**src/hw/dcache_pkg.sv**
```systemverilog
package dcache_pkg;

    // ======================================================================
    // Cache geometry
    // ======================================================================
    localparam int XLEN      = 32;              // Processor word
    localparam int LINE_W    = 128;             // One cache line
    localparam int N_WAYS    = 4;
    localparam int N_SETS    = 16;
    localparam int N_WORDS   = LINE_W / XLEN;   // Words per line

    localparam int WAY_BITS  = $clog2(N_WAYS);
    localparam int SET_BITS  = $clog2(N_SETS);
    localparam int WORD_BITS = $clog2(N_WORDS);
    localparam int BYTE_BITS = $clog2(XLEN / 8);
    localparam int TAG_BITS  = XLEN - SET_BITS - WORD_BITS - BYTE_BITS;

    // ======================================================================
    // Address word seen raw or split into its cache fields
    // ======================================================================
    typedef union packed {
        logic [XLEN-1:0] raw;                   // Full byte address
        struct packed {
            logic [TAG_BITS-1:0]  tag;          // Compared against stored tags
            logic [SET_BITS-1:0]  set;          // Index into every way
            logic [WORD_BITS-1:0] word;         // Word inside the line
            logic [BYTE_BITS-1:0] byte_ofs;     // Byte inside the word
        } f;
    } dcache_addr_u;

    // Controller states
    typedef enum logic [2:0] {
        Init,                                   // Clearing valid and dirty bits
        Idle,
        Lookup,                                 // Tag compare and hit answer
        WriteBack,                              // Dirty victim out to memory
        WriteBackDone,
        Refill,                                 // Line fetch from memory
        RefillDone                              // Line install and answer
    } ctrl_state_e;

endpackage

```
**src/hw/word_merge.sv**
```systemverilog
`timescale 1ns/1ps

module word_merge (
    input  logic [dcache_pkg::LINE_W-1:0]    line_i,
    input  logic [dcache_pkg::WORD_BITS-1:0] word_sel_i,
    input  logic [dcache_pkg::XLEN/8-1:0]    byte_en_i,
    input  logic [dcache_pkg::XLEN-1:0]      wdata_i,
    output logic [dcache_pkg::XLEN-1:0]      word_o,
    output logic [dcache_pkg::LINE_W-1:0]    line_o
);
    import dcache_pkg::*;

    // Word 0 sits at the top of the line
    assign word_o = line_i[(N_WORDS - 1 - word_sel_i) * XLEN +: XLEN];

    // Enabled bytes of the addressed word take the write data
    always_comb
    begin
        line_o = line_i;
        for (int w = 0; w < N_WORDS; w++)
        begin
            if (word_sel_i == WORD_BITS'(w))
            begin
                for (int b = 0; b < XLEN / 8; b++)
                begin
                    if (byte_en_i[b])
                        line_o[(N_WORDS - 1 - w) * XLEN + 8 * b +: 8] = wdata_i[8 * b +: 8];
                end
            end
        end
    end

endmodule

```
**config.mk**
```make
export PLATFORM = sky130hd
export DESIGN_NAME = word_merge
export DESIGN_NICKNAME = d
export VERILOG_FILES = /design/src/hw/dcache_pkg.sv /design/src/hw/word_merge.sv
export SDC_FILE = /design/constraint.sdc
export NUM_CORES = 1
export LEC_CHECK = 0
export BUFFER_PORTS_ARGS = -buffer_cell sky130_fd_sc_hd__buf_2
export CELL_PAD_IN_SITES_DETAIL_PLACEMENT = 1
export CELL_PAD_IN_SITES_GLOBAL_PLACEMENT = 1
export CORE_AREA = 5 5 125 127
export DETAILED_ROUTE_END_ITERATION = 8
export DIE_AREA = 0 0 130 132
export PLACE_DENSITY_LB_ADDON = 0.1
export SLEW_MARGIN = 20
export SYNTH_ARGS = -nofsm -noshare
export SYNTH_HDL_FRONTEND = slang
export SYNTH_SLANG_ARGS = --single-unit
export TNS_END_PERCENT = 5
```
**constraint.sdc**
```tcl
create_clock -name vclk -period 4.2
set_input_delay 0.84 -clock vclk [all_inputs]
set_output_delay 0.84 -clock vclk [all_outputs]
set_load 0.02 [all_outputs]
```
==> metrics.yaml <==
post_cts_buffers: 0
die_w_um: 130
fin_nets: 673
rows: 44
gp_congestion: 0.8163
initial_core_util_pct: 17.51
antenna_found_initial: 0
path_class: "in2out"
vdd_drop_max_v: 0.00007550
port_buffers: 326
dp_cells: 689
drv_slew: 0
min_period_over_period_pct: 81.49
io_pins: 326
p_comb_share_pct: 100.0
cp.required_ns: 3.36
leakage_nw: 2.142
worstMarginPinSlew_ns: 0.9330
synth_top_area_share_pct: 55.27
detail-route-antenna-nets: 0
synth_top_cell_by_area: "mux2_2"
syn_area_um2: 2506
drv_cap: 0
yosysSeqAreaShare_pct: 0
dieArea_um2: 17160
grt_pass1_wl_um: 20950
pwr_density_cell_nw_per_um2: 141.3
syn_avg_cell_area_um2: 13.47
end_kind: "output port"
p_clk_share_pct: 0
layout-drive-gt1-share_pct: 99.01
drcViolationCount: 0
grt_max_degree: 45
whs_ns: 2.040
cts_hold_buf: 0
grt_pass1_vias: 3719
layout_min_cycle_time_ns: 3.423
syn_nets: 352
slew_headroom_pct: 37.80
cts_resized: 0
path_max_fanout: 44
hold_viol: 0
synth_cell_types: 10
ff_latch_area_um2: 0
tns_ns: 0
grt_usage_pct: 15.20
seq_cell_count: 0
rsz0062_at_grt: "no"
max_freq_ghz: 0.2922
final_cell_mix: "325 x buf_2, 123 x mux2_2, 32 x mux4_2"
seqPwrFrac_pct: 0
core_area_um2: 14310
intPower_mw: 0.2692
dr.pass1.iters: 3
cp.arrival_ns: 2.58
status: "completed"
syn-instance-count: 186
startpoint_type: "input pin"
overflow: 0
clock_buffers: 0
vias_per_cell: 4.537
area_growth_pct: 72.34
finalSetupViolations: 0
dpl_cell_area_um2: 4319
drt_wl_total_um: 14170
diodes: 0
post-dp-hpwl_um: 12190
drt-initial-drc-count: 70
fin_area_um2: 4319
wl_per_cell_um: 20.56
synth.area.top_cells: "mux2_2 55%, mux4_2 29%, nand3b_4 3.2%, nor3b_4 3.0%, nand3_4 2.8%"
die_height_um: 132
power_switching_mw: 0.3412
fin_cells: 689
via_count: 3126
yosysWarnings: 0
swShare_pct: 55.90
hold_class: "in2out"
final_common_cell: "buf_2"
==> worst paths after layout <==
kind	start	endpoint	slack, ns	depth (start not counted)
setup / recovery	word_sel_i[0]	line_o[111]	0.78	5
hold / removal	line_i[31]	line_o[31]	2.04	3
==> metrics by stage <==
| step | worst slack [ns] | util [%] | power (mW) |
|---|---|---|---|
| floorplan | 1.586 | - | 0.3651 |
| global placement | 0.7568 | 30.17 | 0.6157 |
| detailed placement | 0.7348 | 30.17 | 0.6190 |
| CTS | 0.7379 | 30.17 | 0.6216 |
| global route | 0.6552 | 30.17 | 0.6530 |
| finish | 0.7775 | 30.17 | 0.6104 |
==> power by group through the flow <==
stage / logic, mW / clock network (mW) / registers, mW
final: 0.610 / 0 / 0
after detailed placement: 0.619 / 0 / 0
after CTS: 0.622 / 0 / 0
after global placement: 0.616 / 0 / 0
after floorplan: 0.365 / 0 / 0
after global routing: 0.653 / 0 / 0
==> kinds of logic (layout without fill, tap and decap cells) <==
group | after synthesis | after routing | synth area share [%]
buffers and inverters | 10 | 329 | 2.945
multiplexers | 160 | 160 | 86.27
AND/OR/NAND/NOR | 16 | 16 | 10.78
==> Yosys cell counts (all sizes together) <==
| cell | count |
|---|---|
| buf | 10 |
| nor3b | 4 |
| nand3b | 8 |
| nand3 | 4 |
| mux4 | 32 |
| mux2 | 128 |
==> worst max-delay path: stages <==
cell and delay (ns):
buf_4 0.38, buf_4 0.31, nor3b_4 0.47, mux2_2 0.40
buf_2 0.16
==> layout make-up <==
cell class,count,area [um2]
fillers,1743,9995
multi-input cells,176,2432
well taps,184,230.2
repair buffers,329,1657
==> metal layers <==
metal / wire length (um) / share of wire (%) / track usage [%]
met5: 0 / 0 / 0
met1: 4905 / 35 / 16.54
met3: 1448 / 10 / 3.201
met4: 117 / 0.83 / 1.039
met2: 7694 / 54 / 30.66
Note: power is estimated with default switching activity, not from simulation.
