## config.mk

```make
export PLATFORM = sky130hd
export DESIGN_NAME = plru_replacer
export DESIGN_NICKNAME = d
export VERILOG_FILES = /design/src/hw/dcache_pkg.sv /design/src/hw/plru_replacer.sv
export SDC_FILE = /design/constraint.sdc
export NUM_CORES = 1
export LEC_CHECK = 0
export BUFFER_PORTS_ARGS = -buffer_cell sky130_fd_sc_hd__buf_2
export CAP_MARGIN = 5
export CORE_AREA = 3 3 60 84
export CTS_BUF_LIST = sky130_fd_sc_hd__clkbuf_16
export CTS_CLUSTER_SIZE = 30
export DETAILED_ROUTE_END_ITERATION = 10
export DIE_AREA = 0 0 63 87
export MAX_ROUTING_LAYER = met4
export PLACE_DENSITY_LB_ADDON = 0.05
export REMOVE_ABC_BUFFERS = 1
export SETUP_SLACK_MARGIN = 0.15
export SYNTH_ARGS = -nofsm -noshare
export SYNTH_HDL_FRONTEND = slang
export SYNTH_SLANG_ARGS = --single-unit
```

## constraint.sdc

```tcl
create_clock -name clk_i -period 3 [get_ports clk_i]
set_clock_uncertainty 0.1 [all_clocks]
set_input_delay 0.45 -clock clk_i [delete_from_list [all_inputs] [get_ports clk_i]]
set_output_delay 0.45 -clock clk_i [all_outputs]
set_load 0.02 [all_outputs]
```

## src/hw/dcache_pkg.sv

```systemverilog
package dcache_pkg;

    // ======================================================================
    // Cache geometry
    // ======================================================================
    localparam int XLEN      = 32;              // Processor word
    localparam int LINE_W    = 128;             // One cache line
    localparam int N_WAYS    = 4;
    localparam int N_SETS    = 16;
    localparam int N_WORDS   = LINE_W / XLEN;   // Words per line

    localparam int WAY_BITS  = $clog2(N_WAYS);
    localparam int SET_BITS  = $clog2(N_SETS);
    localparam int WORD_BITS = $clog2(N_WORDS);
    localparam int BYTE_BITS = $clog2(XLEN / 8);
    localparam int TAG_BITS  = XLEN - SET_BITS - WORD_BITS - BYTE_BITS;

    // ======================================================================
    // Address word seen raw or split into its cache fields
    // ======================================================================
    typedef union packed {
        logic [XLEN-1:0] raw;                   // Full byte address
        struct packed {
            logic [TAG_BITS-1:0]  tag;          // Compared against stored tags
            logic [SET_BITS-1:0]  set;          // Index into every way
            logic [WORD_BITS-1:0] word;         // Word inside the line
            logic [BYTE_BITS-1:0] byte_ofs;     // Byte inside the word
        } f;
    } dcache_addr_u;

    // Controller states
    typedef enum logic [2:0] {
        Init,                                   // Clearing valid and dirty bits
        Idle,
        Lookup,                                 // Tag compare and hit answer
        WriteBack,                              // Dirty victim out to memory
        WriteBackDone,
        Refill,                                 // Line fetch from memory
        RefillDone                              // Line install and answer
    } ctrl_state_e;

endpackage

```

## src/hw/plru_replacer.sv

```systemverilog
`timescale 1ns/1ps

module plru_replacer (
    input  logic                            clk_i,
    input  logic                            rst_i,
    input  logic [dcache_pkg::SET_BITS-1:0] set_i,
    input  logic                            touch_i,
    input  logic [dcache_pkg::WAY_BITS-1:0] touch_way_i,
    output logic [dcache_pkg::WAY_BITS-1:0] victim_way_o
);
    import dcache_pkg::*;

    // bit0 picks the pair, bit1 the way in 0/1, bit2 the way in 2/3
    logic [2:0] lru_q [N_SETS];
    logic [2:0] cur;

    assign cur = lru_q[set_i];

    always_ff @(posedge clk_i)
    begin
        if (rst_i)
        begin
            for (int s = 0; s < N_SETS; s++)
                lru_q[s] <= '0;
        end
        else if (touch_i)
        begin
            lru_q[set_i][0] <= !touch_way_i[1];         // Point away from used pair
            if (touch_way_i[1])
                lru_q[set_i][2] <= !touch_way_i[0];     // Way 2 sets, way 3 clears
            else
                lru_q[set_i][1] <= !touch_way_i[0];     // Way 0 sets, way 1 clears
        end
    end

    // Victim follows the tree
    assign victim_way_o = cur[0] ? {1'b1, cur[2]} : {1'b0, cur[1]};

endmodule

```

==> impl_metrics.ini, run 1 <==
[synthesis]
yosys-mux-area-fraction = 0.1166
synth-async-reset-ratio = 0
yosysWarnings = 0
synth_area_mm2 = 0.002640
synth_adder_area_share = 0
synth_seq_area_share = 0.5460
synth.top_cells.by_count = 48 x edfxtp_1, 34 x nor2_1, 17 x clkbuf_1, 17 x nand2b_1
synth_xor_area_frac = 0
synthSimpleGateAreaFrac = 0.2256
synthCells = 222
synth_edf_count = 48
synth_area_leaders = edfxtp_1 55%, mux4_1 6.0%, mux4_2 5.1%
synth_top_area_frac = 0.5460
ys.flop_type = edfxtp_1
ys_types = 23
synth_top_family_by_area = simple AND/OR/NAND/NOR gates
synth_top_area_cell = edfxtp_1
synth_compound_gate_area_share = 0.06351
ys_ff_latch = 48
synth.avg_cell_area_um2 = 11.89
yosysMostFrequentCell = edfxtp_1

[sta]
tightest_slew_ns = 1.166
relSlewSlack = 0.2122
setup_viol_count_final = 0
hold_viol = 0
post-route-period-util = 0.8833
fmax_mhz = 377.4
rsz0062_at_grt = false
min_period_ns = 2.650
final.setup.tns_ns = 0
slew_violations = 0
fin_ws_ns = 0.3502

[placement]
portBuffers = 10
routabilityCongestion = 0.7751
dp_worst_setup_slack_ns = 0.2132
hpwlAfterDp_um = 3435

[clock_network]
holdBufCountCts = 0
cts.sinks = 48
htree_levels = 2
cts_tree = yes
root_buffer = clkbuf_16
cts_buffers = 5
path_clk_slew_ns = 0.06
clockBufferDepth = 2

[power_and_ir_drop]
seqPwrFrac = 0.541
clockPowerShare = 0.346
power.switching_mw = 0.3067
intPower_mw = 1.144
power_frac_comb = 0.114
p_per_area_mw_per_mm2 = 513.4
p_sw_frac = 0.2115
vdd_drop_max_mv = 0.3502
leakage_nw = 1.016

[die]
die_w_um = 63
start_util = 0.6127
die-area_mm2 = 0.005481
die_height_um = 87
io_pins = 11
coreArea_mm2 = 0.004309
rows = 28

[worst_setup_path]
timing_worst_setup_path_type = input port to primary output
cp.required_ns = 2.45
crit_path_max_incr_delay_ns = 0.60
cp-startpoint = set_i[0]
crit_end = victim_way_o[0]
start_kind = input port
critPathMaxFanout = 17
cp_data_arrival_time_ns = 2.10
crit_chain = clkbuf_4, mux4_1, a22oi_1, nand3_2, mux2_4, buf_2
critPathCaptureType = primary output
crit_slowest_cell = mux4_1

[grt]
grt_use_met2 = 0.3477
met1_usage = 0.2351
grtUsageTotal = 0.2036
grt_antenna_before_repair = 0
grt_first_pass_wirelength_um = 8155
grt-busiest-layer = met2
grt_pass1_vias = 1660
grt.overflow.total = 0
grt_max_degree = 37
grtUsageMet3 = 0.04393

[min_path]
hold_start = touch_way_i[1]
hold_class = input port to register

[cells_and_area]
antennaDiodeCount = 0
top_register = lru_q
drive_above_1_share = 0.2740
final_nets = 230
reg_top3 = lru_q: 48 flops
largest_reg_flops = 48
syn_to_final_growth_pct = 7.014

[flow_run]
drv_cap = 0

[route]
ant_nets = 0
wl_um = 4809
wl_per_cell_um = 17.24
vias = 1683
drc = 0
viasPerCell = 6.032
dr.pass1.iters = 4
drtIter0Drc = 92

[outcome]
run_status = finished clean
## power by group through the flow
stage,registers [mW],clock network [mW],logic [mW]
6_report,0.784,0.502,0.165
5_1_grt,0.788,0.535,0.181
4_1_cts,0.785,0.503,0.166
3_5_place_dp,0.799,0,0.165
3_3_place_gp,0.798,0,0.160
2_1_floorplan,0.792,0,0.0982
## logic make-up after synthesis
family	Yosys count
and+or+nand+nor	116
DFF	48
buffers and inverters	26
AOI/OAI and AO/OA	19
muxes	13
## cells in the final DEF (no fill, tap or decap)
cell       netlist  routed
nand3_2          1       1
and4b_1          1       1
nor2b_1          4       4
mux4_2           6       6
a22oi_1          3       3
nor2_1          34      34
mux4_1           6       6
buf_4            0       8
nand2b_1        17      17
nor4bb_1         2       2
mux2_4           1       1
nor4b_2          1       1
clkbuf_16        0       5
edfxtp_1        48      48
a41o_1           4       4
clkbuf_4         0       1
nand2_1         15      15
a31o_2          12      12
or2_2           16      16
nor3_1          16      16
buf_2            5       9
nand3_1          9       9
## worst max-delay path, delay by kind of cell
kind,cells,cell delay [ns]
multiplexers,2,0.90
buffers and inverters,2,0.43
AO/OA/AOI/OAI,1,0.20
AND/OR/NAND/NOR,1,0.12
## through the flow
step	power, mW	utilization	std cells	hold WS [ns]	area [um^2]
finish	1.450	0.6556	279	0.5799	2825
global route	1.503	0.6556	279	0.6088	2825
CTS	1.454	0.6551	279	0.5801	2823
detailed placement	0.9643	0.6260	274	0.8665	2698
global placement	0.9582	0.6260	274	0.8479	2698
floorplan	0.8900	-	196	0.5462	2512
## what timing repair did
| item | 4_1_cts | 5_1_grt |
|---|---|---|
| setup buffers | 0 | 0 |
| gates resized for setup | 0 | 1 |
| setup endpoints to repair | 0 | 1 |
## how the worst min path moves through the flow
stage	endpoint	slack [ns]	depth (start not counted)
final	lru_q[12][0]	0.58	2
after global routing	lru_q[8][0]	0.61	2
after CTS	lru_q[8][0]	0.58	2
after detailed placement	lru_q[8][0]	0.87	2
after global placement	lru_q[9][0]	0.85	2
after floorplan	lru_q[0][1]	0.55	1
## routing by layer
layer	vias up	routed length [um]
li1	815	-
met1	813	1932
met2	45	2547
met3	10	242
met4	0	87
met5	-	0
## layout make-up
type / instances / area, um^2
Sequential cell: 48 / 1441
Tap cell: 60 / 75.07
Fill cell: 338 / 1484
Timing Repair Buffer: 18 / 112.6
Multi-Input combinational cell: 148 / 1071
Clock buffer: 5 / 125.1
Power figures use the tool's default switching activity.
==> inputs of run 2 (changes only) <==
- clock period: 3 -> 2.5 ns (I/O delays scaled with it)
==> run 2 against run 1 <==
Sequential cell count unchanged. Sequential power increased by 20%. First-iteration DRC count increased by 14%. Final cell count increased by 4.3%. Die area unchanged. Via count increased by 1.7%. Combinational power increased by 33%. Power increased by 23%. Wire length increased by 0.17%. Non-clock buffer count increased by 9. Global-route usage increased by 0.27 points. Critical path depth decreased by 1. Critical path type is now register to primary output. Largest power group unchanged.
==> impl_metrics.ini, run 2 (same netlist as run 1, synthesis figures left out) <==
[outcome]
run_status = finished clean

[die]
coreArea_mm2 = 0.004309
die-area_mm2 = 0.005481
die_height_um = 87
rows = 28
die_w_um = 63
start_util = 0.6127
io_pins = 11

[sta]
relSlewSlack = 0.5440
post-route-period-util = 0.9554
whs_ns = 0.4485
hold_viol = 0
fmax_mhz = 418.7
min_period_ns = 2.389
setup_viol_count_final = 0
slew_violations = 0
tightest_slew_ns = 0.6840
rsz0062_at_grt = true

[grt]
grtUsageTotal = 0.2063
grt_pass1_vias = 1668
grt.overflow.total = 0
grt_first_pass_wirelength_um = 8238
grt_max_degree = 49
grt_antenna_before_repair = 0

[min_path]
hold_class = input port to register

[route]
drtIter0Drc = 105
wl_per_cell_um = 16.55
dr.pass1.iters = 4
wl_um = 4817
vias = 1712
ant_nets = 0
viasPerCell = 5.883
drc = 0

[placement]
routabilityCongestion = 0.8094
portBuffers = 10
placed_cell_area_mm2 = 0.002770
hpwlAfterDp_um = 3390

[clock_network]
clockBufferDepth = 2
htree_levels = 2
cts_buffers = 5
path_clk_slew_ns = 0.06
cts.sinks = 48
root_buffer = clkbuf_16
cts_tree = yes

[cells_and_area]
largest_reg_flops = 48
reg_top3 = lru_q: 48 flops
final_nets = 239
design_area_mm2 = 0.002928
drive_above_1_share = 0.3074
top_register = lru_q
layout_commonest_cell = edfxtp_1
syn_to_final_growth_pct = 10.90
antennaDiodeCount = 0
final_cell_mix = 48 x edfxtp_1, 34 x nor2_1, 17 x nand2b_1

[worst_setup_path]
start_kind = register
crit_slowest_cell = mux4_2
cp.required_ns = 2.03
crit_chain = mux4_2, a22oi_2, nand3_2, mux2_4, buf_6
critPathMaxFanout = 2
timing_worst_setup_path_type = register to primary output
cp_data_arrival_time_ns = 1.91
crit_buf_inv = 1
critPathCaptureType = primary output
critical_path.top_delay_family = multiplexers
crit_path_max_incr_delay_ns = 0.49

[flow_run]
drv_cap = 0

[power_and_ir_drop]
p_per_area_mw_per_mm2 = 607.1
vdd_drop_max_mv = 0.4843
leakage_nw = 1.078
==> run 2: stage by stage <==
step / setup slack [ns] / TNS (ns) / instances / power [mW] / util
2_1_floorplan: 0.4096 / 0 / 196 / 1.068 / -
3_3_place_gp: -0.02580 / -0.02580 / 282 / 1.162 / 0.6429
3_5_place_dp: -0.07162 / -0.07162 / 282 / 1.168 / 0.6429
4_1_cts: 0.1031 / 0 / 290 / 1.778 / 0.6762
5_1_grt: 0.04089 / 0 / 291 / 1.848 / 0.6794
6_report: 0.1115 / 0 / 291 / 1.778 / 0.6794
==> run 2: worst paths after layout <==
kind	from	end	slack, ns	depth (start not counted)
setup / recovery	lru_q[3][0]	victim_way_o[0]	0.11	5
hold / removal	set_i[0]	lru_q[7][2]	0.45	2
==> run 2: cell type report <==
cell class / instances / area, um^2
sequential: 48 / 1441
fill: 329 / 1381
multi-input combinational: 148 / 1072
timing repair buffer: 27 / 202.7
clock buffer: 5 / 125.1
tap: 60 / 75.07
clock inverter: 3 / 11.26
==> run 2: repair_timing <==
| item | CTS | global route |
|---|---|---|
| endpoints found under the setup margin | 2 | 1 |
| pin swaps | 0 | 2 |
| setup buffers | 0 | 1 |
| resized for setup | 4 | 2 |
| hold buffers | 0 | 0 |
==> run 2: layer usage <==
metal / track usage / wire [um] / vias to the layer above
li1: - / - / 830
met1: 0.2428 / 1985 / 840
met2: 0.3525 / 2596 / 36
met3: 0.03876 / 181 / 6
met4: 0.07631 / 54 / 0
met5: - / 0 / -
==> run 2: where the power goes <==
group          internal (mW)  switching [mW]  total, mW
clock network          0.360           0.257      0.617
registers              0.928          0.0129      0.941
logic                  0.109           0.111      0.220
==> inputs of run 3 (changes only) <==
--- a/config.mk
+++ b/config.mk
@@ -13,7 +13,7 @@
 export DETAILED_ROUTE_END_ITERATION = 10
 export DIE_AREA = 0 0 63 87
+export GPL_TIMING_DRIVEN = 0
 export MAX_ROUTING_LAYER = met4
 export PLACE_DENSITY_LB_ADDON = 0.05
-export REMOVE_ABC_BUFFERS = 1
 export SETUP_SLACK_MARGIN = 0.15
 export SYNTH_ARGS = -nofsm -noshare
==> constraint.sdc (replaced) <==
create_clock -name clk_i -period 2.5 [get_ports clk_i]
set_clock_uncertainty 0.1 [all_clocks]
set_input_delay 0 -clock clk_i [delete_from_list [all_inputs] [get_ports clk_i]]
set_output_delay 0 -clock clk_i [all_outputs]
set_load 0.02 [all_outputs]
==> run 3 against run 2 <==
Global-route usage grew 3.6 points. Largest power group unchanged. Sequential cell count did not move. Largest cell class unchanged. First-iteration DRC count is 59% higher. Power down 1.5%. Highest routed layer unchanged. Via count rose by 4.7%. Critical path depth unchanged. Clock power fell by 3%.
==> impl_metrics.ini, run 3 (same netlist as run 1, synthesis figures left out) <==
[outcome]
run_status = finished clean

[sta]
slew_violations = 0
setup_viol_count_final = 0
rsz0062_at_grt = false
fin_ws_ns = 0.4640
tightest_slew_ns = 0.7135
min_period_ns = 2.036
hold_viol = 0
post-route-period-util = 0.8144
relSlewSlack = 0.5231
fmax_mhz = 491.2
final.setup.tns_ns = 0

[clock_network]
cts.sinks = 48
ctsResizeCount = 0
root_buffer = clkbuf_16
htree_levels = 2
cts_buffers = 5
cts_tree = yes
holdBufCountCts = 0
path_clk_slew_ns = 0.06
post_cts_buffers = 0
clockBufferDepth = 2

[route]
wl_um = 5674
ant_nets = 0
drc = 0
dr.pass1.iters = 4
viasPerCell = 6.116
wl_per_cell_um = 19.37
vias = 1792
drtIter0Drc = 167

[power_and_ir_drop]
vdd_drop_max_mv = 0.4149
p_per_area_mw_per_mm2 = 610.1
leakage_nw = 1.018

[cells_and_area]
reg_top3 = lru_q: 48 flops
final_nets = 244
antennaDiodeCount = 0
layout_commonest_cell = edfxtp_1
final_cell_mix = 48 x edfxtp_1, 34 x nor2_1, 17 x clkbuf_1, 17 x nand2b_1
syn_to_final_growth_pct = 8.720
top_register = lru_q
drive_above_1_share = 0.2361
fillCellCount = 350
largest_reg_flops = 48

[die]
die_height_um = 87
die-area_mm2 = 0.005481
start_util = 0.6127
io_pins = 11
coreArea_mm2 = 0.004309
die_w_um = 63
rows = 28

[worst_setup_path]
start_kind = register
cp.required_ns = 2.40
critPathCaptureType = primary output
timing_worst_setup_path_type = register to primary output
critPathMaxFanout = 2
cp_data_arrival_time_ns = 1.94

[placement]
hpwlAfterDp_um = 4122
portBuffers = 6
routabilityCongestion = 0.8739
dp_worst_setup_slack_ns = 0.7094

[grt]
grt_pass1_vias = 1814
grt_antenna_before_repair = 0
grtUsageTotal = 0.2428
grt_first_pass_wirelength_um = 9501
grt_max_degree = 13
grt.overflow.total = 0

[min_path]
hold_class = input port to register
min_to = lru_q[12][1]
hold_start = touch_way_i[0]
hold_depth = 2

[flow_run]
drv_cap = 0

[synthesis]
syn_nets = 231
==> run 3: cell types whose count changed in the layout (fill, tap and decap cells not counted), sizes merged <==
cell	previous run	this run
inv	2	0
clkinv	1	0
clkbuf	5	22
buf	27	15
==> run 3: per-layer routing <==
layer  track usage  vias up  wire [um]
met2        0.4169       76       3076
met1        0.2880      869       2149
li1              -      838          -
met3       0.05039        9        372
met5             -        -          0
met4       0.07430        0         76
==> run 3: cell type report <==
cell class,instances,area [um^2],area share
Buffer,26,127.6,0.04446
Clock buffer,5,125.1,0.04359
Tap cell,60,75.07,0.02616
Multi-Input combinational cell,148,1071,0.3731
Sequential cell,48,1441,0.5022
Timing Repair Buffer,6,30.03,0.01046
==> run 3: critical path, stage by stage (launching register included) <==
cell	delay, ns
edfxtp_1	0.37
mux4_1	0.52
a22oi_1	0.20
nand3_2	0.11
mux2_4	0.30
buf_2	0.16
==> run 3: how the worst max path moves through the flow <==
| stage | start | cells past startpoint | endpoint |
|---|---|---|---|
| global placement | set_i[2] | 5 | lru_q[3][1] |
| floorplan | lru_q[5][0] | 4 | victim_way_o[0] |
| global route | lru_q[5][0] | 5 | victim_way_o[0] |
| CTS | lru_q[5][0] | 5 | victim_way_o[0] |
| detailed placement | set_i[2] | 5 | lru_q[3][1] |
| finish | lru_q[5][0] | 5 | victim_way_o[0] |
==> run 3: stage by stage <==
step	utilization	total power, mW	hold WS, ns	instances	cell area [um^2]
2_1_floorplan	-	1.110	0.2245	222	2640
3_3_place_gp	0.6371	1.161	0.4078	288	2745
3_5_place_dp	0.6371	1.170	0.4399	288	2745
4_1_cts	0.6661	1.758	0.1672	293	2870
5_1_grt	0.6661	1.823	0.1978	293	2870
6_report	0.6661	1.751	0.1507	293	2870
==> run 3: power by group <==
part | internal [mW] | switching [mW]
clock network | 0.353 | 0.245
logic | 0.0939 | 0.119
registers | 0.928 | 0.0117
