$ cat src/hw/dcache_pkg.sv
package dcache_pkg;

    // ======================================================================
    // Cache geometry
    // ======================================================================
    localparam int XLEN      = 32;              // Processor word
    localparam int LINE_W    = 128;             // One cache line
    localparam int N_WAYS    = 4;
    localparam int N_SETS    = 16;
    localparam int N_WORDS   = LINE_W / XLEN;   // Words per line

    localparam int WAY_BITS  = $clog2(N_WAYS);
    localparam int SET_BITS  = $clog2(N_SETS);
    localparam int WORD_BITS = $clog2(N_WORDS);
    localparam int BYTE_BITS = $clog2(XLEN / 8);
    localparam int TAG_BITS  = XLEN - SET_BITS - WORD_BITS - BYTE_BITS;

    // ======================================================================
    // Address word seen raw or split into its cache fields
    // ======================================================================
    typedef union packed {
        logic [XLEN-1:0] raw;                   // Full byte address
        struct packed {
            logic [TAG_BITS-1:0]  tag;          // Compared against stored tags
            logic [SET_BITS-1:0]  set;          // Index into every way
            logic [WORD_BITS-1:0] word;         // Word inside the line
            logic [BYTE_BITS-1:0] byte_ofs;     // Byte inside the word
        } f;
    } dcache_addr_u;

    // Controller states
    typedef enum logic [2:0] {
        Init,                                   // Clearing valid and dirty bits
        Idle,
        Lookup,                                 // Tag compare and hit answer
        WriteBack,                              // Dirty victim out to memory
        WriteBackDone,
        Refill,                                 // Line fetch from memory
        RefillDone                              // Line install and answer
    } ctrl_state_e;

endpackage

$ cat src/hw/dcache_ctrl.sv
`timescale 1ns/1ps

module dcache_ctrl (
    input  logic                                        clk_i,
    input  logic                                        rst_i,
    input  logic                                        p_strobe_i,
    input  logic                                        p_rw_i,
    input  logic [dcache_pkg::XLEN-1:0]                 p_addr_i,
    input  logic                                        hit_i,
    input  logic [dcache_pkg::WAY_BITS-1:0]             hit_way_i,
    input  logic [dcache_pkg::N_WAYS-1:0][dcache_pkg::TAG_BITS-1:0] way_tag_i,
    input  logic [dcache_pkg::N_WAYS-1:0]               way_dirty_i,
    input  logic [dcache_pkg::N_WAYS-1:0][dcache_pkg::LINE_W-1:0]   way_line_i,
    input  logic [dcache_pkg::WAY_BITS-1:0]             victim_way_i,
    input  logic [dcache_pkg::XLEN-1:0]                 rd_word_i,
    input  logic [dcache_pkg::LINE_W-1:0]               merged_line_i,
    input  logic [dcache_pkg::LINE_W-1:0]               m_data_i,
    input  logic                                        m_ready_i,
    output dcache_pkg::dcache_addr_u                    req_addr_o,
    output logic [dcache_pkg::LINE_W-1:0]               sel_line_o,
    output logic [dcache_pkg::LINE_W-1:0]               wr_line_o,
    output logic [dcache_pkg::N_WAYS-1:0]               wr_way_o,
    output logic [dcache_pkg::N_WAYS-1:0]               valid_we_o,
    output logic [dcache_pkg::N_WAYS-1:0]               dirty_we_o,
    output logic                                        dirty_val_o,
    output logic                                        init_o,
    output logic [dcache_pkg::SET_BITS-1:0]             init_set_o,
    output logic                                        touch_o,
    output logic [dcache_pkg::WAY_BITS-1:0]             touch_way_o,
    output logic [dcache_pkg::XLEN-1:0]                 p_data_o,
    output logic                                        p_ready_o,
    output logic                                        m_strobe_o,
    output logic                                        m_rw_o,
    output logic [dcache_pkg::XLEN-1:0]                 m_addr_o,
    output logic [dcache_pkg::LINE_W-1:0]               m_data_o
);
    import dcache_pkg::*;

    ctrl_state_e          state_q, state_d;
    dcache_addr_u         addr_q;           // Request held for the whole miss
    logic                 rw_q;
    logic [WAY_BITS-1:0]  victim_q;         // Way picked at lookup
    logic [LINE_W-1:0]    refill_q;         // Line returned by memory
    logic [SET_BITS-1:0]  init_cnt_q;
    logic                 mem_req, mem_req_q;
    logic [N_WAYS-1:0]    hit_oh, victim_oh;

    assign hit_oh    = N_WAYS'(1) << hit_way_i;
    assign victim_oh = N_WAYS'(1) << victim_q;

    // Storage sees the incoming address at the strobe so that
    // its synchronous read is ready during Lookup
    always_comb
    begin
        if (state_q == Idle && p_strobe_i)
            req_addr_o.raw = p_addr_i;
        else
            req_addr_o = addr_q;
    end

    // ======================================================================
    // State machine
    // ======================================================================
    always_comb
    begin
        state_d = state_q;
        case (state_q)
            Init:          if (init_cnt_q == SET_BITS'(N_SETS - 1)) state_d = Idle;
            Idle:          if (p_strobe_i) state_d = Lookup;
            Lookup:
            begin
                if (hit_i)
                    state_d = Idle;
                else if (way_dirty_i[victim_way_i])  // Dirty implies valid
                    state_d = WriteBack;
                else
                    state_d = Refill;
            end
            WriteBack:     if (m_ready_i) state_d = WriteBackDone;
            WriteBackDone: state_d = Refill;
            Refill:        if (m_ready_i) state_d = RefillDone;
            RefillDone:    state_d = Idle;
            default:       state_d = Idle;
        endcase
    end

    always_ff @(posedge clk_i)
    begin
        if (rst_i)
        begin
            state_q    <= Init;
            init_cnt_q <= '0;
        end
        else
        begin
            state_q <= state_d;
            if (state_q == Init)
                init_cnt_q <= init_cnt_q + 1'b1;    // One set per cycle
        end
    end

    assign init_o     = (state_q == Init);
    assign init_set_o = init_cnt_q;

    // Request and miss payload
    always_ff @(posedge clk_i)
    begin
        if (state_q == Idle && p_strobe_i)
        begin
            addr_q.raw <= p_addr_i;
            rw_q       <= p_rw_i;
        end
        if (state_q == Lookup)
            victim_q <= victim_way_i;               // Replacement bits as of now
        if (state_q == Refill && m_ready_i)
            refill_q <= m_data_i;
    end

    // ======================================================================
    // Storage writes
    // ======================================================================
    always_comb
    begin
        sel_line_o  = way_line_i[hit_way_i];
        wr_line_o   = merged_line_i;
        wr_way_o    = '0;
        valid_we_o  = '0;
        dirty_we_o  = '0;
        dirty_val_o = 1'b0;
        case (state_q)
            Init:
            begin
                valid_we_o = '1;                    // Cleared in every way
                dirty_we_o = '1;
            end
            Lookup:
            begin
                if (hit_i && rw_q)                  // Write hit marks the line dirty
                begin
                    wr_way_o    = hit_oh;
                    dirty_we_o  = hit_oh;
                    dirty_val_o = 1'b1;
                end
            end
            RefillDone:
            begin
                sel_line_o  = refill_q;
                wr_line_o   = rw_q ? merged_line_i : refill_q;
                wr_way_o    = victim_oh;
                valid_we_o  = victim_oh;
                dirty_we_o  = victim_oh;
                dirty_val_o = rw_q;                 // Write miss installs dirty
            end
            default: ;
        endcase
    end

    // Processor answer
    assign p_ready_o   = (state_q == Lookup && hit_i) || (state_q == RefillDone);
    assign p_data_o    = (p_ready_o && !rw_q) ? rd_word_i : '0;
    assign touch_o     = p_ready_o;
    assign touch_way_o = (state_q == Lookup) ? hit_way_i : victim_q;

    // ======================================================================
    // Memory transfer with one strobe per state visit
    // ======================================================================
    assign mem_req = (state_q == WriteBack || state_q == Refill) && !m_ready_i;

    always_ff @(posedge clk_i)
    begin
        if (rst_i)
        begin
            mem_req_q  <= 1'b0;
            m_strobe_o <= 1'b0;
            m_rw_o     <= 1'b0;
        end
        else
        begin
            mem_req_q  <= mem_req;
            m_strobe_o <= mem_req && !mem_req_q;    // Rising edge only
            m_rw_o     <= (state_q == WriteBack);
        end
    end

    // Held while the state waits for m_ready_i
    always_ff @(posedge clk_i)
    begin
        if (state_q == WriteBack)
        begin
            m_addr_o <= {way_tag_i[victim_q], addr_q.f.set, (WORD_BITS + BYTE_BITS)'(0)};
            m_data_o <= way_line_i[victim_q];
        end
        else if (state_q == Refill)
            m_addr_o <= {addr_q.f.tag, addr_q.f.set, (WORD_BITS + BYTE_BITS)'(0)};
    end

    // Strobe only inside a transfer state and never twice in a row
    a_strobe_single : assert property (@(posedge clk_i) disable iff (rst_i)
        m_strobe_o |-> (state_q inside {WriteBack, Refill}) && !$past(m_strobe_o));
    // Answer follows an accepted strobe or the refill data
    a_ready_state : assert property (@(posedge clk_i) disable iff (rst_i)
        p_ready_o |-> (state_q == Lookup && $past(p_strobe_i)) ||
                      (state_q == RefillDone && $past(m_ready_i)));

endmodule

$ cat config.mk
export PLATFORM = sky130hd
export DESIGN_NAME = dcache_ctrl
export DESIGN_NICKNAME = d
export VERILOG_FILES = /design/src/hw/dcache_pkg.sv /design/src/hw/dcache_ctrl.sv
export SDC_FILE = /design/constraint.sdc
export NUM_CORES = 1
export LEC_CHECK = 0
export ABC_CLOCK_PERIOD_IN_PS = 4600
export BUFFER_PORTS_ARGS = -buffer_cell sky130_fd_sc_hd__buf_4
export CAP_MARGIN = 10
export CORE_AREA = 2 2 565 567
export CTS_CLUSTER_SIZE = 12
export DETAILED_ROUTE_END_ITERATION = 8
export DIE_AREA = 0 0 567 569
export PLACE_DENSITY_LB_ADDON = 0.2
export SLEW_MARGIN = 20
export SYNTH_ARGS = -nofsm -noshare
export SYNTH_HDL_FRONTEND = slang
export SYNTH_SLANG_ARGS = --single-unit
export TNS_END_PERCENT = 50
$ cat constraint.sdc
create_clock -name clk_i -period 4.6 [get_ports clk_i]
set_input_delay 0 -clock clk_i [delete_from_list [all_inputs] [get_ports clk_i]]
set_output_delay 0 -clock clk_i [all_outputs]
set_load 0.01 [all_outputs]
==> flow_summary.ini, run 1 <==
[global_route]
grt_antenna_before_repair = 177
track_usage_pct = 14.1
grt_pass1_wl_mm = 292
grt_pass1_vias = 24600
use_met2_pct = 22.3
met1_usage_pct = 17.7
overflow = 0
grt_max_degree = 81
busiest_layer = met2
met3_usage_pct = 5.97

[logic_synthesis]
synth_top_cell_area_share_pct = 41.3
synth_common_cells = nand2_1 (392), edfxtp_1 (287), mux4_2 (281)
synth-seq-area-share_pct = 45.3
yosysWarnings = 0
yosys.area_share.simple_pct = 9.26
synth_top_family_by_area = multiplexers
synth_edf_count = 287
yosys.cell_types.count = 49
synthXorXnorAreaFrac_pct = 0.0420
synth-compound-area-share_pct = 0.768
synth_most_common_cell = nand2_1
ys_async_sr_fraction_pct = 0
synth.area.top_cells = edfxtp_1 (41%), mux4_2 (30%), mux2_2 (10%)
synthesis.area_um2 = 20900
synth_area_per_cell_um2 = 14.7
synth_top_area_cell = edfxtp_1
synth-main-ff-cell = edfxtp_1
synth-seq-cells = 329
synthAdderAreaFrac_pct = 0.0600
synth.mux.area_fraction_pct = 40.5
synth_cells = 1423

[worst_setup_path]
reg2reg_from = state_q[1]
arrival_ns = 3.45
rr_endpoint = m_data_o[40]
reg2reg_slack_ns = 1.56
critical_path_class = reg2out
cp_max_fo = 80
start_kind = flip-flop
crit_required_ns = 4.60
end_kind = primary output
rr_worst_depth = 4

[timing]
setup_viol = 0
skew_ns = 0.0222
fin_crit_sh_pct = 74.9
drv_slew = 0
rsz0062_at_grt = false
tns_ns = 0
worst_pin_slew_ns = 1.04
timing.hold.ws_ns = 0.104
slew-limit-headroom_pct = 30.5
period_needed_ns = 3.45
fmax_ghz = 0.290
report.final.hold_viol_count = 0

[routing]
viasPerCell = 3.02
firstDrtPassIters = 5
dr_total_vias = 23300
drcViolationCount = 0
drtIter0Drc = 1686
routed_wirelength_mm = 236
antenna_left = 0
wl_per_cell_um = 30.6

[clock_tree]
clock_sinks = 329
cts_setup_buffers = 0
htree_levels = 2
clock_path_buffers = 3
clkTransAtPathRegs_ns = 0.06
cts_tree = done
cts_root_buf = clkbuf_16
clk-insertion-delay-late_ns = 0.73
cts_buffers = 55

[pwr]
max-vdd-ir-drop_mv = 0.267
p_leak_nw = 17.5
power.density_nw_per_um2 = 225
totalPowerFinal_mw = 10.1

[worst_hold_path]
hp-start = m_data_i[15]
hold_path_class = in2reg
whs_endpoint = refill_q[15]
whs_path_depth = 2

[floorplan]
io_pins = 1446
floorplan.initialDensity_pct = 6.59
die-area_um2 = 323000
die_h_um = 569
rows = 207
core_um2 = 317000
die_w_um = 567

[cells_and_area]
post_route_cells_drive_above_1_share_pct = 58.2
fillers = 36000
area_delta_synth_final_pct = 114
seq_area_um2 = 9460
final_nets = 4393
multiInputGateArea_um2 = 10600

[placement]
io_buffer_count = 1441
hpwlAfterDp_mm = 203
gp_congestion = 0.906

[status]
status = finished, final reports clean

[flow_run]
drv_cap = 0
-- power breakdown --
part | internal, mW | switching (mW) | leakage [nW]
clock network | 2.39 | 1.88 | 0.849
registers | 3.24 | 0.00646 | 2.92
logic | 1.45 | 1.09 | 13.7
-- worst max-delay path, stage by stage (launching register included) --
cell and delay, ns:
dfxtp_1 0.74, nand3b_4 0.31, nor2_4 0.20, buf_12 0.28
mux2_2 0.52, buf_4 0.21
-- timing repair --
action,CTS,global route
hold endpoints to repair,325,0
hold buffers,619,0
resized for setup,0,0
-- placed cells by master, fill, tap and decap left out, drive strengths merged, types with 34 or more instances in the layout --
master and instances:
buf 1477, mux2 185, nand2 393, dlygate4sd3 619
mux4 281, edfxtp 287, dfxtp 42, diode 51
and2 34, clkbuf 79
-- worst max-delay path by stage --
stage,startpoint,to,slack [ns],cells past startpoint
after CTS,state_q[2],wr_line_o[11],1.10,5
after floorplan,state_q[0],refill_q[0],0.40,3
after global routing,state_q[2],wr_line_o[11],1.04,5
after global placement,state_q[1],m_data_o[26],1.58,4
after detailed placement,state_q[1],m_data_o[26],1.52,4
final,state_q[2],wr_line_o[81],1.15,5
-- registers in the layout (all words and copies together) (netlist names), 2 cells and up --
signal	flops
refill_q	128
m_data_o	128
addr_q	32
init_set_o	4
state_q	3
m_addr_o	28
victim_q	2
-- kinds of logic (layout without fill, tap and decap cells) --
family / count (synthesis) / in the layout
xor gates and xnor gates: 1 / 1
other: 1 / 55
buffers and inverters: 136 / 2205
adders and majority gates: 1 / 1
muxes: 469 / 469
DFF: 329 / 329
and+or+nand+nor: 462 / 462
AOI/OAI and AO/OA: 24 / 24
-- stage by stage --
stage	cell area [um2]	setup slack (ns)	util [%]	instances
final	44700	1.15	14.1	7726
after CTS	44500	1.10	14.1	7674
after global routing	44600	1.04	14.1	7688
after detailed placement	36600	1.52	11.6	6953
after global placement	36600	1.58	11.6	6953
after floorplan	20900	0.395	-	1426
-- cell type report --
| type | count | area share (%) |
|---|---|---|
| timing repair buffer | 2096 | 39.1 |
| multi-input combinational | 961 | 23.7 |
| sequential | 329 | 21.2 |
| tap | 4180 | 11.7 |
| clock buffer | 79 | 3.47 |
| clock inverter | 23 | 0.409 |
| antenna | 51 | 0.286 |
| inverter | 7 | 0.0756 |
-- per-layer routing --
layer / wire, um / vias to the layer above
li1: - / 9727
met1: 101000 / 11800
met2: 105000 / 1391
met3: 23600 / 334
met4: 6200 / 110
met5: 699 / -
Power figures use the tool's default switching activity.
==> run 2, diff against run 1 <==
Settings changed: ABC_AREA set to 1, ABC_CLOCK_PERIOD_IN_PS 4600 to 3000.
Clock period 4.6 ns to 3 ns, I/O delays scaled along.
==> run 2 against run 1 <==
  * The flow now finishes with violations (negative setup slack)
  * Die area did not move
  * Area after synthesis fell by 0.11%
  * Sequential power rose by 79%
  * Sequential share of layout area fell by 0.93 points
  * Power rose by 130%
  * Hold slack got worse by 0.046 ns
  * Register-to-register slack got worse by 1.6 ns
  * Combinational power rose to 4.0 times the previous value
  * Largest cell class unchanged
  * Largest power group is now combinational logic
==> flow_summary.ini, run 2 <==
[timing]
period_needed_ns = 3.06
setup_viol = 15
rsz0062_at_grt = true
drv_slew = 0
fin_crit_sh_pct = 102
fmax_ghz = 0.327
setup_ws_ns = -0.0597
skew_ns = 0.0394
worst_pin_slew_ns = 1.06
tns_ns = -0.398
slew-limit-headroom_pct = 29.4
report.final.hold_viol_count = 0

[cells_and_area]
final_common_cell = buf_4
post_route_cells_drive_above_1_share_pct = 36.2
area_delta_synth_final_pct = 124
fillers = 36500
layout_common_cells = buf_4 (1488), nand2_1 (1108), dlygate4sd3_1 (752)
final_nets = 5738
final_area_um2 = 46700
top_regs = m_data_o: 128 flops, refill_q: 128 flops, addr_q: 32 flops

[flow_run]
drv_cap = 0

[routing]
wl_per_cell_um = 30.5
routed_wirelength_mm = 277
drtIter0Drc = 2424
dr_total_vias = 31400
antenna_left = 0
firstDrtPassIters = 5
drcViolationCount = 0
viasPerCell = 3.46

[global_route]
grt_antenna_before_repair = 226
grt_pass1_vias = 30900
grt_max_degree = 96
track_usage_pct = 16.4
overflow = 0
grt_pass1_wl_mm = 345

[worst_setup_path]
cp_common_cell = dlygate4sd3_1
crit_required_ns = 3.46
rr_worst_depth = 8
reg2reg_from = victim_q[1]
crit_chain = buf_4 -> inv_2 -> nor2_4 -> buf_16 -> a22oi_1 -> dlygate4sd3_1 -> nand2_1 -> dlygate4sd3_1
cpMaxStageDelayCell = dlygate4sd3_1
end_kind = flip-flop
rr_endpoint = m_data_o[80]
reg2reg_slack_ns = -0.06
start_kind = flip-flop
arrival_ns = 3.52
cp_max_fo = 83
slowest_delay_ns = 0.59
worstSetupStartpoint = victim_q[1]
critical_path_class = reg2reg
timing.critical_path.to = m_data_o[80]

[placement]
dp_slack_ns = 0.471
place_area_um2 = 36900
io_buffer_count = 1441
gp_congestion = 0.961
hpwlAfterDp_mm = 233

[logic_synthesis]
synth_edf_count = 287
synthesis.area_um2 = 20800
synth_top_cell_area_share_pct = 41.4
synth-seq-area-share_pct = 45.4
synth-main-ff-cell = edfxtp_1
synth_most_common_cell = nand2_1
synthAdderAreaFrac_pct = 0.0600
yosys.area_share.simple_pct = 24.8
synth_common_cells = nand2_1 (1113), edfxtp_1 (287), inv_1 (231)
synth.area.top_cells = edfxtp_1 (41%), nand2_1 (20%), a22oi_1 (7.7%)
yosys.cell_types.count = 29
synth_area_per_cell_um2 = 7.85
synth_top_family_by_area = simple AND/OR/NAND/NOR gates
synthXorXnorAreaFrac_pct = 0
synth_top_area_cell = edfxtp_1
synth.mux.area_fraction_pct = 0
synth-seq-cells = 329
ys_async_sr_fraction_pct = 0
synth_cells = 2653
synth-compound-area-share_pct = 20.4
yosysWarnings = 0

[clock_tree]
clkTransAtPathRegs_ns = 0.06
cts_buffers = 54
clock_sinks = 329
clk-insertion-delay-late_ns = 0.72
htree_levels = 2
clock_path_buffers = 3
cts_tree = done
cts_root_buf = clkbuf_16

[pwr]
p_leak_nw = 19.9
max-vdd-ir-drop_mv = 0.392
power.density_nw_per_um2 = 489

[floorplan]
die_h_um = 569
floorplan.initialDensity_pct = 6.58
core_um2 = 317000
die-area_um2 = 323000
io_pins = 1446
rows = 207
die_w_um = 567

[status]
status = complete, but fails checks
violations = negative setup slack

[worst_hold_path]
hold_path_class = in2reg
==> run 2: how the worst min path moves through the flow <==
stage	start	end	cells past startpoint
2_1_floorplan	rst_i	state_q[2]	1
3_3_place_gp	m_data_i[1]	refill_q[1]	1
3_5_place_dp	m_data_i[101]	refill_q[101]	1
4_1_cts	way_line_i[488]	m_data_o[104]	4
5_1_grt	m_data_i[22]	refill_q[22]	2
6_report	way_tag_i[52]	m_addr_o[12]	5
==> run 2: cells by family after synthesis <==
group                    count (synthesis)
adder cells (fa/ha/maj)                  1
flip-flops                             329
AO/OA/AOI/OAI                          594
AND/OR/NAND/NOR                       1294
buffers and inverters                  434
other                                    1
==> run 2: area by class of cell <==
cell class	instances	area [um2]	share of cell area (%)
tap	4180	5230	11.2
sequential	329	9460	20.3
clock buffer	71	1540	3.30
multi-input combinational	1895	9650	20.7
timing repair buffer	2277	19500	41.7
clock inverter	30	273	0.584
antenna	64	160	0.343
inverter	238	920	1.97
==> run 2: worst max-delay path: cells and delay by family, from the launching register on <==
family	cells	cell delay, ns
AND/OR/NAND/NOR	2	0.10
flip-flops	1	0.39
AO/OA/AOI/OAI	1	0.39
buffers and inverters	5	1.58
==> run 2: repair_timing <==
item,4_1_cts,5_1_grt
setup endpoints to repair,132,147
hold buffers,752,0
hold endpoints to repair,325,0
cloned,2,1
gates resized for setup,4,27
setup buffers,4,4
pin swaps,1,0
==> run 2: report_power, final <==
group / internal, mW / leakage (nW) / switching, mW
clock: 3.94 / 0.867 / 2.90
combinational: 4.85 / 16.0 / 5.33
sequential: 5.62 / 2.94 / 0.193
total: 14.4 / 19.9 / 8.42
==> run 2: layer usage <==
metal / up-vias / wire, um / GRT usage, %
met1: 15500 / 111000 / 19.5
li1: 13400 / - / -
met4: 202 / 8710 / 4.21
met5: - / 1340 / 0
met2: 1781 / 125000 / 26.7
met3: 497 / 30600 / 7.39
==> run 2: per-stage QoR <==
step | total power, mW | instances | util (%) | hold WS, ns
2_1_floorplan | 8.94 | 2656 | - | 0.0691
3_3_place_gp | 13.9 | 8156 | 11.7 | 0.179
3_5_place_dp | 13.9 | 8156 | 11.7 | 0.179
4_1_cts | 23.2 | 9015 | 14.6 | 0.00199
5_1_grt | 24.0 | 9044 | 14.7 | 0.0311
6_report | 22.8 | 9084 | 14.7 | 0.0582
==> run 3, diff against run 2 <==
Settings changed: ABC_CLOCK_PERIOD_IN_PS 3000 to 3300.
Clock period 3 ns to 3.3 ns, I/O delays scaled along.
==> run 3 against run 2 <==
  * Register-to-register slack better by 0.18 ns
  * The run now ends clean
  * Sequential cell count stayed put
  * Highest routed layer unchanged
  * Global-route usage is 0.27 points higher
  * Fmax is 3.9% lower
  * Critical path type unchanged
  * Non-clock buffer count is 32 higher
  * Clock power is 12% lower
  * Critical path depth is 1 lower
  * Cell count is 0.25% higher
  * Sequential share of layout area hardly changed
==> flow_summary.ini, run 3 (same netlist as run 2, synthesis figures left out) <==
[clock_tree]
cts_root_buf = clkbuf_16
htree_levels = 2
clkTransAtPathRegs_ns = 0.06
cts_buffers = 55
clock_sinks = 329
clock_path_buffers = 3
clk-insertion-delay-late_ns = 0.71
cts_tree = done

[routing]
highest_layer = met5
wl_met2_mm = 130
drtIter0Drc = 2262
firstDrtPassIters = 5
routed_wirelength_mm = 280
dr_total_vias = 31100
viasPerCell = 3.42
dr_wl_met3_mm = 27.4
wl_per_cell_um = 30.7
antenna_left = 0
drcViolationCount = 0
met1_length_mm = 115

[timing]
worst_pin_slew_ns = 1.08
slew-limit-headroom_pct = 28.3
fin_crit_sh_pct = 96.4
fmax_ghz = 0.314
setup_viol = 0
report.final.hold_viol_count = 0
rsz0062_at_grt = false
skew_ns = 0.0319
drv_slew = 0
tns_ns = 0
period_needed_ns = 3.18

[floorplan]
rows = 207
io_pins = 1446
die_h_um = 569
floorplan.initialDensity_pct = 6.58
core_um2 = 317000
die_w_um = 567
die-area_um2 = 323000

[worst_setup_path]
cpMaxStageDelayCell = dlygate4sd3_1
end_kind = flip-flop
crit_family = buffers and inverters
cp_max_fo = 31
cp_common_cell = dlygate4sd3_1
critical_path_class = reg2reg
crit_chain = nand2_4 -> inv_8 -> buf_4 -> a22oi_1 -> dlygate4sd3_1 -> nand2_1 -> dlygate4sd3_1
arrival_ns = 3.74
crit_required_ns = 3.85
critical_path_buf_inv_count = 4
start_kind = flip-flop
slowest_delay_ns = 0.61

[pwr]
power.density_nw_per_um2 = 440
p_leak_nw = 19.8
max-vdd-ir-drop_mv = 0.423

[cells_and_area]
fillers = 36600
top_regs = m_data_o: 128 flops, refill_q: 128 flops, addr_q: 32 flops
seq_area_um2 = 9460
multiInputGateArea_um2 = 9560
layout_common_cells = buf_4 (1499), nand2_1 (1110), dlygate4sd3_1 (782)
final_nets = 5770
final_common_cell = buf_4
area_delta_synth_final_pct = 124
post_route_cells_drive_above_1_share_pct = 35.8
finish.utilization_pct = 14.7

[global_route]
grt_pass1_vias = 31300
grt_antenna_before_repair = 211
grt_pass1_wl_mm = 350
grt_max_degree = 84
track_usage_pct = 16.7
overflow = 0

[worst_hold_path]
hold_path_class = in2reg

[placement]
gp_congestion = 0.938
io_buffer_count = 1441
hpwlAfterDp_mm = 233

[status]
status = finished, final reports clean

[flow_run]
drv_cap = 0
-- run 3: through the flow --
step	total power [mW]	cells	area, um2	setup WS (ns)	hold slack [ns]
2_1_floorplan	8.13	2656	20900	0.347	0.0691
3_3_place_gp	12.7	8162	36900	0.536	0.179
3_5_place_dp	12.7	8162	36900	0.526	0.179
4_1_cts	21.0	9050	46500	0.0331	0.00446
5_1_grt	21.6	9067	46600	0.0470	0.0494
6_report	20.5	9107	46700	0.118	0.0954
-- run 3: layout make-up --
| class | count | area share [%] |
|---|---|---|
| clock inverters | 22 | 0.386 |
| inverters | 238 | 1.97 |
| clock buffers | 78 | 3.27 |
| flip-flops and latches | 329 | 20.3 |
| well taps | 4180 | 11.2 |
| multi-input cells | 1894 | 20.5 |
| repair buffers | 2309 | 42.1 |
| diodes | 57 | 0.306 |
-- run 3: final timing paths --
check | end | slack (ns) | cells past startpoint | startpoint
min | refill_q[22] | 0.1 | 2 | m_data_i[22]
min reg2reg | m_strobe_o | 0.40 | 1 | mem_req_q
max reg2reg | m_data_o[116] | 0.12 | 7 | victim_q[0]
max | m_data_o[116] | 0.12 | 7 | victim_q[0]
-- run 3: repair_timing --
item | 4_1_cts | 5_1_grt
pin swaps | 1 | 0
gates cloned | 2 | 0
hold buffers | 782 | 0
setup buffers | 4 | 0
gates resized for setup | 6 | 2
hold endpoints to repair | 325 | 0
endpoints found under the setup margin | 74 | 2
-- run 3: per-layer routing --
layer / vias up / GRT usage, %
met4: 152 / 3.58
met3: 420 / 6.82
met1: 15300 / 20.0
li1: 13500 / -
met2: 1703 / 27.7
met5: - / 0
-- run 3: power by group --
part | switching [mW] | internal (mW)
clock network | 2.60 | 3.41
registers | 0.191 | 5.12
logic | 4.87 | 4.36
total | 7.66 | 12.9
